--- src/wakeupPipe_defs.svh ---
// --------------------
// Sizes of the wakeup pipeline register
// Entry counts must be powers of two
// Memory latency must be at least 1
// --------------------

`ifndef WAKEUP_PIPE_DEFS_SVH
`define WAKEUP_PIPE_DEFS_SVH

// Issue queue entries
`define WP_IQ_ENTRIES 16

// Active list entries
`define WP_AL_ENTRIES 32

// Issue widths per pipe
`define WP_INT_WIDTH 2
`define WP_MEM_WIDTH 1

// Cycles from select to wakeup on the memory pipe
`define WP_MEM_LATENCY 3

// Selection, wakeup and release slots
`define WP_ISSUE_WIDTH (`WP_INT_WIDTH + `WP_MEM_WIDTH)

`endif

--- src/recoveryPkg.sv ---
// --------------------
// Active list types and flush range test
// A range [head, tail) may wrap around
// --------------------

`default_nettype none

`include "wakeupPipe_defs.svh"

package recoveryPkg;

    // Active list index
    typedef logic [$clog2(`WP_AL_ENTRIES)-1:0] alIndexT;

    // Where the recovery was started from
    typedef enum logic {
        recoverFull   = 1'b0,
        recoverFromRw = 1'b1
    } recoveryKindT;

    // True when ptr lies in the flushed part of the active list
    function automatic logic inFlushRange(
        input alIndexT head,
        input alIndexT tail,
        input logic    flushAll,
        input alIndexT ptr
    );
        logic hit;
        if (flushAll) begin
            hit = 1'b1;
        end else if (head <= tail) begin
            hit = (ptr >= head) && (ptr < tail);
        end else begin
            // Wrapped range
            hit = (ptr >= head) || (ptr < tail);
        end
        return hit;
    endfunction

endpackage

`default_nettype wire

--- src/schedulerPkg.sv ---
// --------------------
// Issue queue types
// Needs recoveryPkg compiled first
// --------------------

`default_nettype none

`include "wakeupPipe_defs.svh"

package schedulerPkg;

    // Issue queue entry index
    typedef logic [$clog2(`WP_IQ_ENTRIES)-1:0] iqIndexT;

    // One bit per issue queue entry
    typedef logic [`WP_IQ_ENTRIES-1:0] iqOneHotT;

    // An issued op while it waits for its unit latency
    typedef struct packed {
        logic                 valid;
        iqIndexT              ptr;
        // Consumers woken when the op leaves
        iqOneHotT             depVector;
        // Used to match a selective flush range
        recoveryPkg::alIndexT alPtr;
    } trackedOpT;

endpackage

`default_nettype wire

--- src/flushRangeTracker.sv ---
// --------------------
// Recovery capture and flush windows
// toRecovery is expected as a one cycle pulse
// The range outputs are meaningful only inside a window
// --------------------

`timescale 1ns/1ps
`default_nettype none

`include "wakeupPipe_defs.svh"

module flushRangeTracker (
    input  logic                      clk,
    input  logic                      arstN,
    input  logic                      stall,
    input  logic                      toRecovery,
    input  recoveryPkg::recoveryKindT recoveryKind,
    input  recoveryPkg::alIndexT      flushHeadPtr,
    input  recoveryPkg::alIndexT      flushTailPtr,
    input  logic                      flushAll,
    output logic                      fullFlush,
    output logic                      intWindow,
    output logic                      memWindow,
    output logic                      flushedOpExist,
    output recoveryPkg::alIndexT      rangeHead,
    output recoveryPkg::alIndexT      rangeTail,
    output logic                      rangeAll
);

    localparam int NumPipes = 2;
    localparam int CountW   = $clog2(`WP_MEM_LATENCY + 1);

    // Index 0 is the integer pipe, index 1 the memory pipe
    localparam logic [CountW-1:0] PipeLatency [NumPipes] = '{
        CountW'(1),
        CountW'(`WP_MEM_LATENCY)
    };

    logic              selectiveFlush;
    logic [CountW-1:0] flushCount [NumPipes];

    assign fullFlush      = toRecovery && (recoveryKind == recoveryPkg::recoverFull);
    assign selectiveFlush = toRecovery && (recoveryKind == recoveryPkg::recoverFromRw);

    // Stages that may still hold a flushed op
    always_ff @(posedge clk or negedge arstN) begin
        if (!arstN) begin
            for (int p = 0; p < NumPipes; p++) begin
                flushCount[p] <= '0;
            end
        end else begin
            for (int p = 0; p < NumPipes; p++) begin
                if (selectiveFlush) begin
                    flushCount[p] <= PipeLatency[p];
                end else if (flushCount[p] == PipeLatency[p]) begin
                    // Entry stage does not move under stall
                    if (!stall) begin
                        flushCount[p] <= flushCount[p] - 1'b1;
                    end
                end else if (flushCount[p] != '0) begin
                    flushCount[p] <= flushCount[p] - 1'b1;
                end
            end
        end
    end

    always_ff @(posedge clk) begin
        if (selectiveFlush) begin
            rangeHead <= flushHeadPtr;
            rangeTail <= flushTailPtr;
            rangeAll  <= flushAll;
        end
    end

    assign intWindow      = (flushCount[0] != '0);
    assign memWindow      = (flushCount[1] != '0);
    assign flushedOpExist = intWindow || memWindow;

endmodule

`default_nettype wire

--- src/wakeupDelayLine.sv ---
// --------------------
// Shift line of tracked ops, one op per lane and stage
// Stall holds only the entry stage
// Later stages keep draining behind a bubble
// --------------------

`timescale 1ns/1ps
`default_nettype none

module wakeupDelayLine #(
    parameter int Lanes   = 1,
    parameter int Latency = 1
) (
    input  logic                    clk,
    input  logic                    arstN,
    input  logic                    stall,
    input  logic                    fullFlush,
    input  schedulerPkg::trackedOpT enterOp [Lanes],
    output schedulerPkg::trackedOpT headOp  [Lanes]
);

    // Stage 0 is the head and stage Latency-1 takes new selections
    logic                    validQ [Lanes][Latency];
    schedulerPkg::trackedOpT opQ    [Lanes][Latency];
    schedulerPkg::trackedOpT stage  [Lanes][Latency];
    schedulerPkg::trackedOpT nextOp [Lanes][Latency];

    for (genvar l = 0; l < Lanes; l++) begin : gLane
        for (genvar s = 0; s < Latency; s++) begin : gStage

            // Valid lives in its own reset flop
            always_comb begin
                stage[l][s]       = opQ[l][s];
                stage[l][s].valid = validQ[l][s];
            end

            if (s == Latency - 1) begin : gEntry
                // Selections made during stall are dropped
                assign nextOp[l][s] = stall ? stage[l][s] : enterOp[l];
            end else begin : gShift
                always_comb begin
                    nextOp[l][s] = stage[l][s + 1];
                    // Bubble behind the held entry stage
                    if (stall && (s == Latency - 2)) begin
                        nextOp[l][s].valid     = 1'b0;
                        nextOp[l][s].depVector = '0;
                    end
                end
            end

            always_ff @(posedge clk or negedge arstN) begin
                if (!arstN) begin
                    validQ[l][s] <= 1'b0;
                end else if (fullFlush) begin
                    validQ[l][s] <= 1'b0;
                end else begin
                    validQ[l][s] <= nextOp[l][s].valid;
                end
            end

            always_ff @(posedge clk) begin
                opQ[l][s] <= nextOp[l][s];
            end

        end

        assign headOp[l] = stage[l][0];
    end

endmodule

`default_nettype wire

--- src/wakeupDrive.sv ---
// --------------------
// Wakeup and release from the pipe heads
// Integer outputs are zero under stall
// Memory outputs ignore stall
// --------------------

`timescale 1ns/1ps
`default_nettype none

`include "wakeupPipe_defs.svh"

module wakeupDrive (
    input  logic                    stall,
    input  logic                    intWindow,
    input  logic                    memWindow,
    input  logic                    rangeAll,
    input  recoveryPkg::alIndexT    rangeHead,
    input  recoveryPkg::alIndexT    rangeTail,
    input  schedulerPkg::trackedOpT intHead      [`WP_INT_WIDTH],
    input  schedulerPkg::trackedOpT memHead      [`WP_MEM_WIDTH],
    output logic                    wakeup       [`WP_ISSUE_WIDTH],
    output logic                    releaseEntry [`WP_ISSUE_WIDTH],
    output schedulerPkg::iqIndexT   wakeupPtr    [`WP_ISSUE_WIDTH],
    output schedulerPkg::iqIndexT   releasePtr   [`WP_ISSUE_WIDTH],
    output schedulerPkg::iqOneHotT  wakeupVector [`WP_ISSUE_WIDTH]
);

    logic intFlushed [`WP_INT_WIDTH];
    logic memFlushed [`WP_MEM_WIDTH];

    // Integer lanes take the low slots
    always_comb begin
        for (int i = 0; i < `WP_INT_WIDTH; i++) begin
            intFlushed[i] = intWindow && recoveryPkg::inFlushRange(
                rangeHead, rangeTail, rangeAll, intHead[i].alPtr);

            wakeup[i]       = intHead[i].valid && !intFlushed[i] && !stall;
            wakeupPtr[i]    = intHead[i].ptr;
            wakeupVector[i] = stall ? '0 : intHead[i].depVector;

            // A flushed op still gives its entry back
            releaseEntry[i] = intHead[i].valid && !stall;
            releasePtr[i]   = intHead[i].ptr;
        end
    end

    // Memory lanes follow the integer slots
    always_comb begin
        for (int j = 0; j < `WP_MEM_WIDTH; j++) begin
            memFlushed[j] = memWindow && recoveryPkg::inFlushRange(
                rangeHead, rangeTail, rangeAll, memHead[j].alPtr);

            wakeup[`WP_INT_WIDTH + j]       = memHead[j].valid && !memFlushed[j];
            wakeupPtr[`WP_INT_WIDTH + j]    = memHead[j].ptr;
            wakeupVector[`WP_INT_WIDTH + j] = memHead[j].depVector;

            releaseEntry[`WP_INT_WIDTH + j] = memHead[j].valid;
            releasePtr[`WP_INT_WIDTH + j]   = memHead[j].ptr;
        end
    end

endmodule

`default_nettype wire

--- src/wakeupPipelineRegister.sv ---
// --------------------
// Wakeup pipeline register of the issue queue
// Integer latency is fixed at 1
// Memory lanes take the slots after the integer lanes
// --------------------

`timescale 1ns/1ps
`default_nettype none

`include "wakeupPipe_defs.svh"

module wakeupPipelineRegister (
    input  logic                      clk,
    input  logic                      arstN,
    input  logic                      stall,
    input  logic                      selected       [`WP_ISSUE_WIDTH],
    input  schedulerPkg::iqIndexT     selectedPtr    [`WP_ISSUE_WIDTH],
    input  schedulerPkg::iqOneHotT    selectedVector [`WP_ISSUE_WIDTH],
    input  recoveryPkg::alIndexT      selectedAlPtr  [`WP_ISSUE_WIDTH],
    input  schedulerPkg::iqOneHotT    flushIqEntry,
    input  logic                      toRecovery,
    input  recoveryPkg::recoveryKindT recoveryKind,
    input  recoveryPkg::alIndexT      flushHeadPtr,
    input  recoveryPkg::alIndexT      flushTailPtr,
    input  logic                      flushAll,
    output logic                      wakeup         [`WP_ISSUE_WIDTH],
    output schedulerPkg::iqIndexT     wakeupPtr      [`WP_ISSUE_WIDTH],
    output schedulerPkg::iqOneHotT    wakeupVector   [`WP_ISSUE_WIDTH],
    output logic                      releaseEntry   [`WP_ISSUE_WIDTH],
    output schedulerPkg::iqIndexT     releasePtr     [`WP_ISSUE_WIDTH],
    output logic                      flushedOpExist
);

    logic                    fullFlush;
    logic                    intWindow;
    logic                    memWindow;
    logic                    rangeAll;
    recoveryPkg::alIndexT    rangeHead;
    recoveryPkg::alIndexT    rangeTail;
    schedulerPkg::trackedOpT intEnter [`WP_INT_WIDTH];
    schedulerPkg::trackedOpT memEnter [`WP_MEM_WIDTH];
    schedulerPkg::trackedOpT intHead  [`WP_INT_WIDTH];
    schedulerPkg::trackedOpT memHead  [`WP_MEM_WIDTH];

    // Drop a selection whose entry is flushed in the same cycle
    function automatic schedulerPkg::trackedOpT captureOp(
        input logic                   sel,
        input schedulerPkg::iqIndexT  ptr,
        input schedulerPkg::iqOneHotT vector,
        input recoveryPkg::alIndexT   alPtr,
        input schedulerPkg::iqOneHotT flushMask
    );
        schedulerPkg::trackedOpT op;
        op.valid     = sel && !flushMask[ptr];
        op.ptr       = ptr;
        op.depVector = vector;
        op.alPtr     = alPtr;
        return op;
    endfunction

    always_comb begin
        for (int i = 0; i < `WP_INT_WIDTH; i++) begin
            intEnter[i] = captureOp(selected[i], selectedPtr[i], selectedVector[i],
                                    selectedAlPtr[i], flushIqEntry);
        end
        for (int j = 0; j < `WP_MEM_WIDTH; j++) begin
            memEnter[j] = captureOp(selected[`WP_INT_WIDTH + j],
                                    selectedPtr[`WP_INT_WIDTH + j],
                                    selectedVector[`WP_INT_WIDTH + j],
                                    selectedAlPtr[`WP_INT_WIDTH + j],
                                    flushIqEntry);
        end
    end

    flushRangeTracker u_tracker (
        .clk            (clk),
        .arstN          (arstN),
        .stall          (stall),
        .toRecovery     (toRecovery),
        .recoveryKind   (recoveryKind),
        .flushHeadPtr   (flushHeadPtr),
        .flushTailPtr   (flushTailPtr),
        .flushAll       (flushAll),
        .fullFlush      (fullFlush),
        .intWindow      (intWindow),
        .memWindow      (memWindow),
        .flushedOpExist (flushedOpExist),
        .rangeHead      (rangeHead),
        .rangeTail      (rangeTail),
        .rangeAll       (rangeAll)
    );

    wakeupDelayLine #(
        .Lanes   (`WP_INT_WIDTH),
        .Latency (1)
    ) u_intLine (
        .clk       (clk),
        .arstN     (arstN),
        .stall     (stall),
        .fullFlush (fullFlush),
        .enterOp   (intEnter),
        .headOp    (intHead)
    );

    wakeupDelayLine #(
        .Lanes   (`WP_MEM_WIDTH),
        .Latency (`WP_MEM_LATENCY)
    ) u_memLine (
        .clk       (clk),
        .arstN     (arstN),
        .stall     (stall),
        .fullFlush (fullFlush),
        .enterOp   (memEnter),
        .headOp    (memHead)
    );

    wakeupDrive u_drive (
        .stall        (stall),
        .intWindow    (intWindow),
        .memWindow    (memWindow),
        .rangeAll     (rangeAll),
        .rangeHead    (rangeHead),
        .rangeTail    (rangeTail),
        .intHead      (intHead),
        .memHead      (memHead),
        .wakeup       (wakeup),
        .releaseEntry (releaseEntry),
        .wakeupPtr    (wakeupPtr),
        .releasePtr   (releasePtr),
        .wakeupVector (wakeupVector)
    );

endmodule

`default_nettype wire

--- config.mk ---
export PLATFORM = sky130hd
export DESIGN_NAME = wakeupPipelineRegister
export DESIGN_NICKNAME = d
export VERILOG_FILES = /design/src/recoveryPkg.sv /design/src/schedulerPkg.sv /design/src/flushRangeTracker.sv /design/src/wakeupDelayLine.sv /design/src/wakeupDrive.sv /design/src/wakeupPipelineRegister.sv
export VERILOG_INCLUDE_DIRS = /design/src
export SDC_FILE = /design/constraint.sdc
export NUM_CORES = 1
export LEC_CHECK = 0
export ABC_AREA = 1
export ABC_CLOCK_PERIOD_IN_PS = 1560
export BUFFER_PORTS_ARGS = -buffer_cell sky130_fd_sc_hd__buf_2
export CORE_MARGIN = 5
export CORE_UTILIZATION = 51
export CTS_CLUSTER_DIAMETER = 150
export DETAILED_ROUTE_END_ITERATION = 8
export GPL_TIMING_DRIVEN = 0
export PLACE_DENSITY = 0.82
export SLEW_MARGIN = 20
export SYNTH_ARGS = -nofsm -noshare
export SYNTH_HDL_FRONTEND = slang
export SYNTH_SLANG_ARGS = --single-unit
export TNS_END_PERCENT = 30
--- constraint.sdc ---
create_clock -name clk -period 1.56 [get_ports clk]
set_input_delay 0.078 -clock clk [delete_from_list [all_inputs] [get_ports clk]]
set_output_delay 0.078 -clock clk [all_outputs]
set_load 0.02 [all_outputs]
==> summary.md, run 1 <==
| Metric | Value |
|---|---|
| Final core utilization | `0.744` |
| Setup Skew | `0.00516 ns` |
| Htree depth | `4` |
| FF-to-FF path depth | `5` |
| Hold Slack | `0.0377 ns` |
| Failing checks | `negative setup slack` |
| Slowest CP cell | `edfxtp_1` |
| First-pass GRT wire length | `25.4 mm` |
| Overall routed net length | `15.9 mm` |
| Reg area | `3810 um^2` |
| Min-delay src | `selected[1]` |
| Area of the multi-input gates | `1570 um^2` |
| Sequential share of power | `0.440` |
| Detailed Routing Iterations Pass 1 | `5` |
| Max Cap Violations | `0` |
| Cell repeated most along the worst path | `nand2_1` |
| Post-placement cell area | `7260 um^2` |
| GRT Overall Usage | `0.230` |
| Delay-heaviest family, CP | `simple AND/OR/NAND/NOR gates` |
| Mapped cell area | `a little over 6000 um^2` |
| Crit-path cells | `inv_2 -> ha_4 -> nand2_1 -> nand2_1 -> nand2_1 -> nand2_1 -> nor2_2 -> nor2_1 -> nor2_1 -> nand2_1 -> a21oi_2 -> buf_6` |
| ANT nets after route | `0` |
| CP Buf/Inv Count | `2` |
| Arrival time worst endpoint | `2.12 ns` |
| Vias in the first global route | `5,182` |
| PD cells | `1170 nW/um^2` |
| Worst Setup End Kind | `output port` |
| Sequential area share after synthesis | `0.621` |
| Avg WL per Cell | `15.3 um` |
| Largest net degree at the start of global routing | `82` |
| Die ar. | `14,300 um^2` |
| Worst r2r src | `u_tracker.flushCount[1]` |
| Initial antenna violation count | `0` |
| Slew margin rel. | `0.512` |
| Share of cells above drive strength 1 | `0.324` |
| Commonest non-fill, non-tap cells in the layout | `185 x buf_2, 99 x inv_1, 91 x dlygate4sd3_1` |
| Slew at the pin closest to its max-slew limit | `0.732 ns` |
| CTS tree | `yes` |
| Final hold violation count | `0` |
| Fmax | `about 460 MHz` |
| Post-route insts no fill | `1,040` |
| DRT iter0 DRCs | `311` |
| I/O Pins | `between 150 and 200` |
| Area Overhead vs Synth | `44.6%` |
| Int Pwr | `7.56 mW` |
| Clk network pwr share | `0.392` |
| Post-synth net total | `728` |
| CTS buffer count | `17` |
| Commonest non-fill, non-tap cell in the layout | `buf_2` |
| Die width | `between 100 and 150 um` |
| Synth warn | `0` |
| Synth cell types | `23` |
| Site Rows | `40` |
| IO Port Bufs | `187` |
| Starting density of the core | `0.515` |
| Die Ht | `120 um` |
| Leakage | `4.38 nW` |
| Via count | `4,924` |
| Final Instance Area | `8860 um^2` |
| CP max stage delay | `0.43 ns` |
| Sw Ratio | `0.269` |
| Synth Instances | `between 500 and 600` |
| Top post-synthesis cells by area | `edfxtp_1 42%, dfxtp_1 16%, ha_1 7.3%` |
| Clock Tree Buf Depth | `2` |
| R2R setup slack | `0.35 ns` |
| Final period util | `1.41` |
| Worst setup margin | `-0.635 ns` |
| Core ar. | `11,900 um^2` |
| Vias/cell | `about 4.7` |
| Worst Hold Path EP | `u_intLine.headOp[25]` |
| GP Congestion | `0.923` |
| Comb power frac | `0.168` |
| Status | `finished, violations left` |
| Post-layout min period | `2.19 ns` |
| Final setup violation count | `3` |
| Max-slew violations | `0` |
| Unrepaired setup endpoints after global routing | `true` |
| Synth area leader | `edfxtp_1` |
| Sw Pwr | `approximately 2.8 mW` |
| Register bit total from synthesis | `145` |
| Peak fanout along the critical path | `3` |
| Syn_area_per_cell | `10.5 um^2` |
| Dpl hpwl | `a little under 10 mm` |
| Nets | `1,025` |
| GR Overflow Total | `0` |
| Placed cells | `916` |
| Clock Latency Late Sink | `0.41 ns` |
| Filler cells | `roughly 750` |
| CP Launch Type | `flop` |
| Worst setup path class | `flop to output port` |
| Worst path required time | `1.48 ns` |
| CTS clk-pin slew, worst paths | `0.06 ns` |
| # DRC | `0` |
| Synth top area share | `0.421` |
| Worst R2R End | `u_tracker.flushCount[0]` |
| Worst Hold Depth | `5` |
| Clock Sinks | `145` |
| Root Driver | `clkbuf_16` |
| HP Class | `primary input to flop` |
| VDD IR max | `between 0.7 and 0.8 mV` |
area by class of cell:
| type | count | share of cell area |
|---|---|---|
| Sequential cell | 145 | 0.430 |
| Timing Repair Buffer | 278 | 0.210 |
| Multi-Input combinational cell | 276 | 0.177 |
| Clock buffer | 21 | 0.0568 |
| Buffer | 56 | 0.0479 |
| Inverter | 105 | 0.0450 |
| Tap cell | 147 | 0.0208 |
| Clock inverter | 11 | 0.0121 |
| Antenna cell | 1 | 0.000282 |
stage by stage:
stage	setup slack [ns]	power, mW	TNS [ns]
after global routing	-0.795	10.8	-2.37
after CTS	-0.617	10.3	-1.83
after global placement	-0.184	6.03	-1.16
final	-0.635	10.3	-1.85
after floorplan	-0.0332	5.58	-0.0332
after detailed placement	-0.240	6.09	-1.44
flip-flops by register name, summed over array words and instances, names as in the netlist:
register / flops
u_tracker.rangeAll: 1
u_memLine.headOp: 1
u_tracker.rangeTail: 5
u_memLine.nextOp: 1
u_tracker.rangeHead: 5
u_memLine.stage: 1
u_tracker.flushCount: 4
u_intLine.headOp: 2
u_intLine.opQ: 50
u_memLine.opQ: 75
routing by layer:
layer | GRT usage | vias up | routed length [um]
met2 | 0.397 | 231 | 8230
met4 | 0.0923 | 0 | 378
met5 | 0 | - | 0
met1 | 0.253 | 2229 | 5910
met3 | 0.0938 | 32 | 1390
li1 | - | 2432 | -
cells by family (layout without fill, tap and decap cells):
kind of cell,after synthesis,after routing,share of synthesized area
flops,145,145,0.621
buf+inv,161,471,0.133
other cells,0,1,0
compound gates,56,56,0.0508
fa+ha+maj,36,36,0.0735
simple gates,184,184,0.121
Yosys cell counts:
cell	n
a21oi_1	24
a31oi_1	1
buf_2	1
buf_4	41
buf_6	5
buf_8	1
clkbuf_1	7
clkbuf_8	1
dfrtp_1	9
dfxtp_1	50
edfxtp_1	86
ha_1	36
inv_1	104
inv_2	1
nand2_1	79
nand3_1	27
nand3b_1	3
nor2_1	73
nor3_1	1
nor3b_1	1
o211ai_1	12
o21ai_0	17
o21ai_1	2
worst max path at each step:
stage	startpoint	endpoint	slack (ns)	cells after the start
floorplan	u_tracker.rangeHead[4]	wakeup[1]	-0.03	9
global placement	u_tracker.rangeHead[2]	wakeup[1]	-0.18	12
detailed placement	u_tracker.rangeHead[2]	wakeup[1]	-0.24	12
global route	u_tracker.rangeHead[2]	wakeup[1]	-0.80	12
finish	u_tracker.rangeHead[2]	wakeup[1]	-0.63	12
CTS	u_tracker.rangeHead[2]	wakeup[1]	-0.62	12
power by group through the flow:
stage / logic, mW / registers [mW] / clock network [mW]
final: 1.74 / 4.55 / 4.06
after CTS: 1.69 / 4.54 / 4.12
after floorplan: 1.01 / 4.58 / 0
after global placement: 1.43 / 4.60 / 0
after global routing: 1.92 / 4.58 / 4.32
after detailed placement: 1.48 / 4.62 / 0
worst register-to-register path: stages, from the launching register on:
cell and delay (ns):
dfrtp_1 0.40, ha_1 0.20, a21oi_1 0.15, o21ai_1 0.14
o21ai_0 0.10, o21ai_0 0.11
repair_timing:
item | CTS | global route
resized for setup | 16 | 8
hold buffers | 91 | 0
setup buffers | 0 | 0
pin swaps | 0 | 4
endpoints found under the setup margin | 4 | 5
hold endpoints to repair | 99 | 0
(Power assumes the default switching activity.)
==> inputs of run 2 (changes only) <==
Settings changed: RECOVER_POWER set to 100.
==> summary.md, run 2 (same netlist as run 1, synthesis figures left out) <==
| Metric | Value |
|---|---|
| GR Overflow Total | `0` |
| Post-CTS setup buffers | `0` |
| Post-Place Setup Slack | `-0.240 ns` |
| Leakage | `4.10 nW` |
| Worst setup path class | `flop to output port` |
| Core ar. | `11,900 um^2` |
| I/O Pins | `189` |
| Setup Skew | `0.00516 ns` |
| Placed cells | `916` |
| PD cells | `1180 nW/um^2` |
| Die Ht | `120 um` |
| Clock Latency Late Sink | `a little over 0.4 ns` |
| First-pass GRT wire length | `between 20 and 30 mm` |
| Layer with the highest usage | `met2` |
| Root Driver | `clkbuf_16` |
| Filler cells | `a little over 800` |
| Antenna cells | `0` |
| Final core utilization | `0.734` |
| Share of cells above drive strength 1 | `0.223` |
| IO Port Bufs | `187` |
| Post-route insts no fill | `1,039` |
| Failing checks | `negative setup slack` |
| Overall routed net length | `roughly 16 mm` |
| Vias/cell | `4.76` |
| Final period util | `1.41` |
| DRT iter0 DRCs | `344` |
| Starting density of the core | `0.515` |
| Final setup violation count | `3` |
| Area of the multi-input gates | `1570 um^2` |
| Max FFs per register | `75` |
| CP Launch Type | `flop` |
| Nets | `1,025` |
| Area Overhead vs Synth | `42.6%` |
| Fmax | `456 MHz` |
| Clock Tree Buf Depth | `2` |
| GR Util met1 | `0.253` |
| Worst Setup End Kind | `output port` |
| Post-layout min period | `2.19 ns` |
| Avg WL per Cell | `15.3 um` |
| Commonest non-fill, non-tap cell in the layout | `inv_1` |
| Most flops, register | `u_memLine.opQ` |
| Arrival time worst endpoint | `2.12 ns` |
| Slew margin rel. | `0.511` |
| Final Instance Area | `8740 um^2` |
| Met2 Usage GRT | `0.397` |
| HP Class | `primary input to flop` |
| Final hold violation count | `0` |
| Met3 Resource Use GR | `0.0938` |
| Largest net degree at the start of global routing | `82` |
| Reg area | `3810 um^2` |
| Die ar. | `14,300 um^2` |
| CTS buffer count | `17` |
| Peak fanout along the critical path | `3` |
| GRT Overall Usage | `0.230` |
| Worst path required time | `between 1 and 1.5 ns` |
| Hold Slack | `approximately 0.036 ns` |
| Initial antenna violation count | `0` |
| ANT nets after route | `0` |
| Unrepaired setup endpoints after global routing | `true` |
| Slew at the pin closest to its max-slew limit | `0.733 ns` |
| Detailed Routing Iterations Pass 1 | `5` |
| Max Cap Violations | `0` |
| Post-placement cell area | `7260 um^2` |
| Status | `finished, violations left` |
| Die width | `120 um` |
| Commonest non-fill, non-tap cells in the layout | `99 x inv_1, 97 x clkbuf_1, 91 x dlygate4sd3_1` |
| CTS tree | `yes` |
| CTS clk-pin slew, worst paths | `0.06 ns` |
| Vias in the first global route | `5,182` |
| Htree depth | `4` |
| Biggest regs | `u_memLine.opQ: 75 flops, u_intLine.opQ: 50 flops` |
| # DRC | `0` |
| Site Rows | `40` |
| Max-slew violations | `0` |
| GP Congestion | `0.923` |
| Clock Sinks | `145` |
| Dpl hpwl | `9.91 mm` |
| Via count | `4,945` |
| Worst setup margin | `-0.634 ns` |
| VDD IR max | `~0.77 mV` |
run 2: critical path, stage by stage, from the launching register on:
cell and delay [ns]:
edfxtp_1 0.43, inv_2 0.13, ha_4 0.21, nand2_1 0.06, nand2_1 0.05, nand2_1 0.05
nand2_1 0.06, nor2_2 0.15, nor2_1 0.06, nor2_1 0.09, nand2_1 0.08, a21oi_2 0.18
buf_6 0.15
run 2: worst paths after layout:
path                                               from                 endpoint  slack (ns)  cells past startpoint
max in group asynchronous                         arstN     u_memLine.headOp[25]        1.09                      2
worst max-delay path             u_tracker.rangeHead[2]                wakeup[1]       -0.63                     12
worst min-delay path                        selected[1]     u_intLine.headOp[25]        0.04                      5
worst max register to register  u_tracker.flushCount[1]  u_tracker.flushCount[0]        0.35                      5
min in group asynchronous                         arstN  u_tracker.flushCount[3]        0.15                      2
worst min register to register     u_memLine.opQ[0][39]     u_memLine.opQ[0][65]        0.32                      0
run 2: report_power, final:
group	switching, mW	total, mW	internal [mW]
combinational	0.969	1.70	0.729
clock	1.68	4.05	2.38
sequential	0.135	4.55	4.41
run 2: cell type report:
cell class,instances,share of cell area
sequential,145,0.436
timing repair buffer,278,0.200
multi-input combinational,276,0.180
clock buffer,21,0.0576
buffer,56,0.0475
inverter,105,0.0457
tap,147,0.0210
clock inverter,11,0.0123
run 2: layer usage:
| layer | up-vias | routed length, um |
|---|---|---|
| met2 | 244 | 8150 |
| met1 | 2225 | 5820 |
| li1 | 2432 | - |
| met4 | 0 | 459 |
| met3 | 44 | 1470 |
| met5 | - | 0 |
run 2: metrics by stage:
step                TNS [ns]  power, mW
floorplan            -0.0332       5.58
global placement       -1.16       6.03
detailed placement     -1.44       6.09
CTS                    -1.83       10.3
global route           -2.76       10.8
finish                 -1.85       10.3
run 2: timing repair:
item                       4_1_cts  5_1_grt
hold buffers                    91        0
setup endpoints to repair        4        5
hold endpoints to repair        99        0
pin swaps                        0        4
gates resized for setup         16        8
==> inputs of run 3 (changes only) <==
==> constraint.sdc (replaced) <==
create_clock -name clk -period 1.56 [get_ports clk]
set_input_delay 0.312 -clock clk [delete_from_list [all_inputs] [get_ports clk]]
set_output_delay 0.312 -clock clk [all_outputs]
set_load 0.02 [all_outputs]
==> summary.md, run 3 (same netlist as run 1, synthesis figures left out) <==
| Metric | Value |
|---|---|
| Layer with the highest usage | `met2` |
| Largest net degree at the start of global routing | `82` |
| Met2 Usage GRT | `0.331` |
| Min-delay src | `selectedVector[31]` |
| Worst r2r src | `u_tracker.flushCount[2]` |
| First-pass GRT wire length | `just over 20 mm` |
| Final Instance Area | `8030 um^2` |
| Vias in the first global route | `4,589` |
| Slew margin rel. | `0.588` |
| Vias/cell | `4.67` |
| Slew at the pin closest to its max-slew limit | `0.618 ns` |
| Hold Slack | `0.0712 ns` |
| Overall routed net length | `13.5 mm` |
| Failing checks | `negative setup slack` |
| Clock Tree Buf Depth | `2` |
| IO Port Bufs | `approximately 190` |
| Worst Setup SP | `u_intLine.opQ[0][4]` |
| Worst path required time | `1.25 ns` |
| Setup Skew | `between 0.005 and 0.006 ns` |
| Int Pwr | `about 7.3 mW` |
| Worst Setup End Kind | `output port` |
| Sw Ratio | `0.266` |
| GP Congestion | `0.886` |
| Commonest non-fill, non-tap cell in the layout | `buf_2` |
| Arrival time worst endpoint | `about 2.2 ns` |
| Dpl hpwl | `9.64 mm` |
| Met3 Resource Use GR | `0.0622` |
| Area of the multi-input gates | `1690 um^2` |
| CTS tree | `yes` |
| Max-slew violations | `0` |
| ANT nets after route | `0` |
| Starting density of the core | `0.515` |
| Biggest regs | `u_memLine.opQ: 75 flops, u_intLine.opQ: 50 flops` |
| Fmax | `401 MHz` |
| Die Ht | `120 um` |
| Reg area | `3810 um^2` |
| Max Cap Violations | `0` |
| GR Overflow Total | `0` |
| Commonest non-fill, non-tap cells in the layout | `116 x buf_2, 94 x inv_1, 86 x edfxtp_1` |
| Final period util | `1.60` |
| Initial antenna violation count | `3` |
| Max FFs per register | `between 70 and 80` |
| Final core utilization | `0.674` |
| CP Launch Type | `flop` |
| Avg WL per Cell | `around 14 um` |
| Detailed Routing Iterations Pass 1 | `4` |
| Clock Latency Late Sink | `approximately 0.41 ns` |
| Nets | `940` |
| Unrepaired setup endpoints after global routing | `true` |
| Comb power frac | `0.169` |
| HP Class | `primary input to flop` |
| GR Util met1 | `0.196` |
| Filler cells | `966` |
| # DRC | `0` |
| Worst setup margin | `-0.934 ns` |
| Clock Sinks | `around 150` |
| Placed cells | `916` |
| Via count | `4,470` |
| Final hold violation count | `0` |
| Post-layout min period | `2.49 ns` |
| Final setup violation count | `3` |
| VDD IR max | `approximately 1.1 mV` |
| Sequential share of power | `0.458` |
| Power Total | `9.94 mW` |
| Site Rows | `40` |
| PD cells | `1240 nW/um^2` |
| Status | `finished, violations left` |
| CTS buffer count | `17` |
| Peak fanout along the critical path | `2` |
| Clk network pwr share | `0.373` |
| Setup TNS | `-2.68 ns` |
| CTS clk-pin slew, worst paths | `0.06 ns` |
| Post-route insts no fill | `957` |
| Die width | `120 um` |
| Root Driver | `clkbuf_16` |
| DRT iter0 DRCs | `about 300` |
| Most flops, register | `u_memLine.opQ` |
| Post-Place Setup Slack | `-0.489 ns` |
| Post-placement cell area | `between 7000 and 8000 um^2` |
| Core ar. | `11,900 um^2` |
| Worst setup path class | `flop to output port` |
| GRT Overall Usage | `0.184` |
| Sw Pwr | `2.65 mW` |
| Share of cells above drive strength 1 | `0.317` |
| Die ar. | `roughly 14,000 um^2` |
| I/O Pins | `189` |
| Htree depth | `4` |
| Leakage | `3.85 nW` |
| Area Overhead vs Synth | `31.1%` |
[run 3: changes by cell type in the layout (fill, tap and decap cells not counted), sizes merged]
| cell | before | now |
|---|---|---|
| bufinv | 0 | 1 |
| clkinvlp | 1 | 2 |
| clkbuf | 127 | 95 |
| diode | 0 | 3 |
| buf | 137 | 171 |
| dlygate4sd3 | 91 | 1 |
| clkinv | 4 | 9 |
| inv | 111 | 107 |
[run 3: worst max-delay path: stages (launching register included)]
cell,delay (ns)
edfxtp_1,0.45
ha_1,0.35
nand2_1,0.10
nor2_1,0.13
nand2_1,0.10
nand3_2,0.11
nor2_2,0.05
nor2_1,0.09
nand2_1,0.10
a21oi_4,0.16
buf_6,0.13
[run 3: power by group through the flow]
stage / Combinational, mW / Clock, mW / Sequential [mW]
floorplan: 1.04 / 0 / 4.58
finish: 1.68 / 3.71 / 4.55
global route: 1.91 / 3.97 / 4.58
global placement: 1.45 / 0 / 4.60
CTS: 1.61 / 3.78 / 4.55
detailed placement: 1.51 / 0 / 4.62
[run 3: area by class of cell]
| cell class | instances | area share |
|---|---|---|
| Sequential cell | 145 | 0.474 |
| Multi-Input combinational cell | 276 | 0.211 |
| Timing Repair Buffer | 192 | 0.118 |
| Clock buffer | 19 | 0.0539 |
| Buffer | 56 | 0.0523 |
| Inverter | 105 | 0.0523 |
| Tap cell | 147 | 0.0229 |
| Clock inverter | 13 | 0.0140 |
| Timing Repair inverter | 1 | 0.00140 |
| Antenna cell | 3 | 0.000934 |
[run 3: routing by layer]
metal | share of wire | up-vias
met5 | 0 | -
met4 | 0.030 | 0
met3 | 0.066 | 29
met2 | 0.53 | 152
met1 | 0.37 | 2036
li1 | - | 2253
[run 3: worst paths after layout]
| check | depth (start not counted) | slack [ns] | to |
|---|---|---|---|
| hold reg to reg | 0 | 0.32 | u_memLine.opQ[0][70] |
| setup reg to reg | 5 | 0.25 | u_tracker.flushCount[2] |
| min in group asynchronous | 2 | 0.39 | u_memLine.stage[25] |
| max in group asynchronous | 2 | 0.86 | u_tracker.flushCount[3] |
| setup / recovery | 10 | -0.93 | wakeup[2] |
| hold / removal | 1 | 0.07 | u_intLine.opQ[0][46] |
[run 3: repair_timing]
action                                  in CTS  in global routing
hold buffers                                 1                  0
pin swaps                                    3                 18
endpoints found under the hold margin        9                  0
buffers inserted                             1                  3
endpoints found under the setup margin       6                 35
cloned                                       0                  1
gates resized for setup                     24                 38
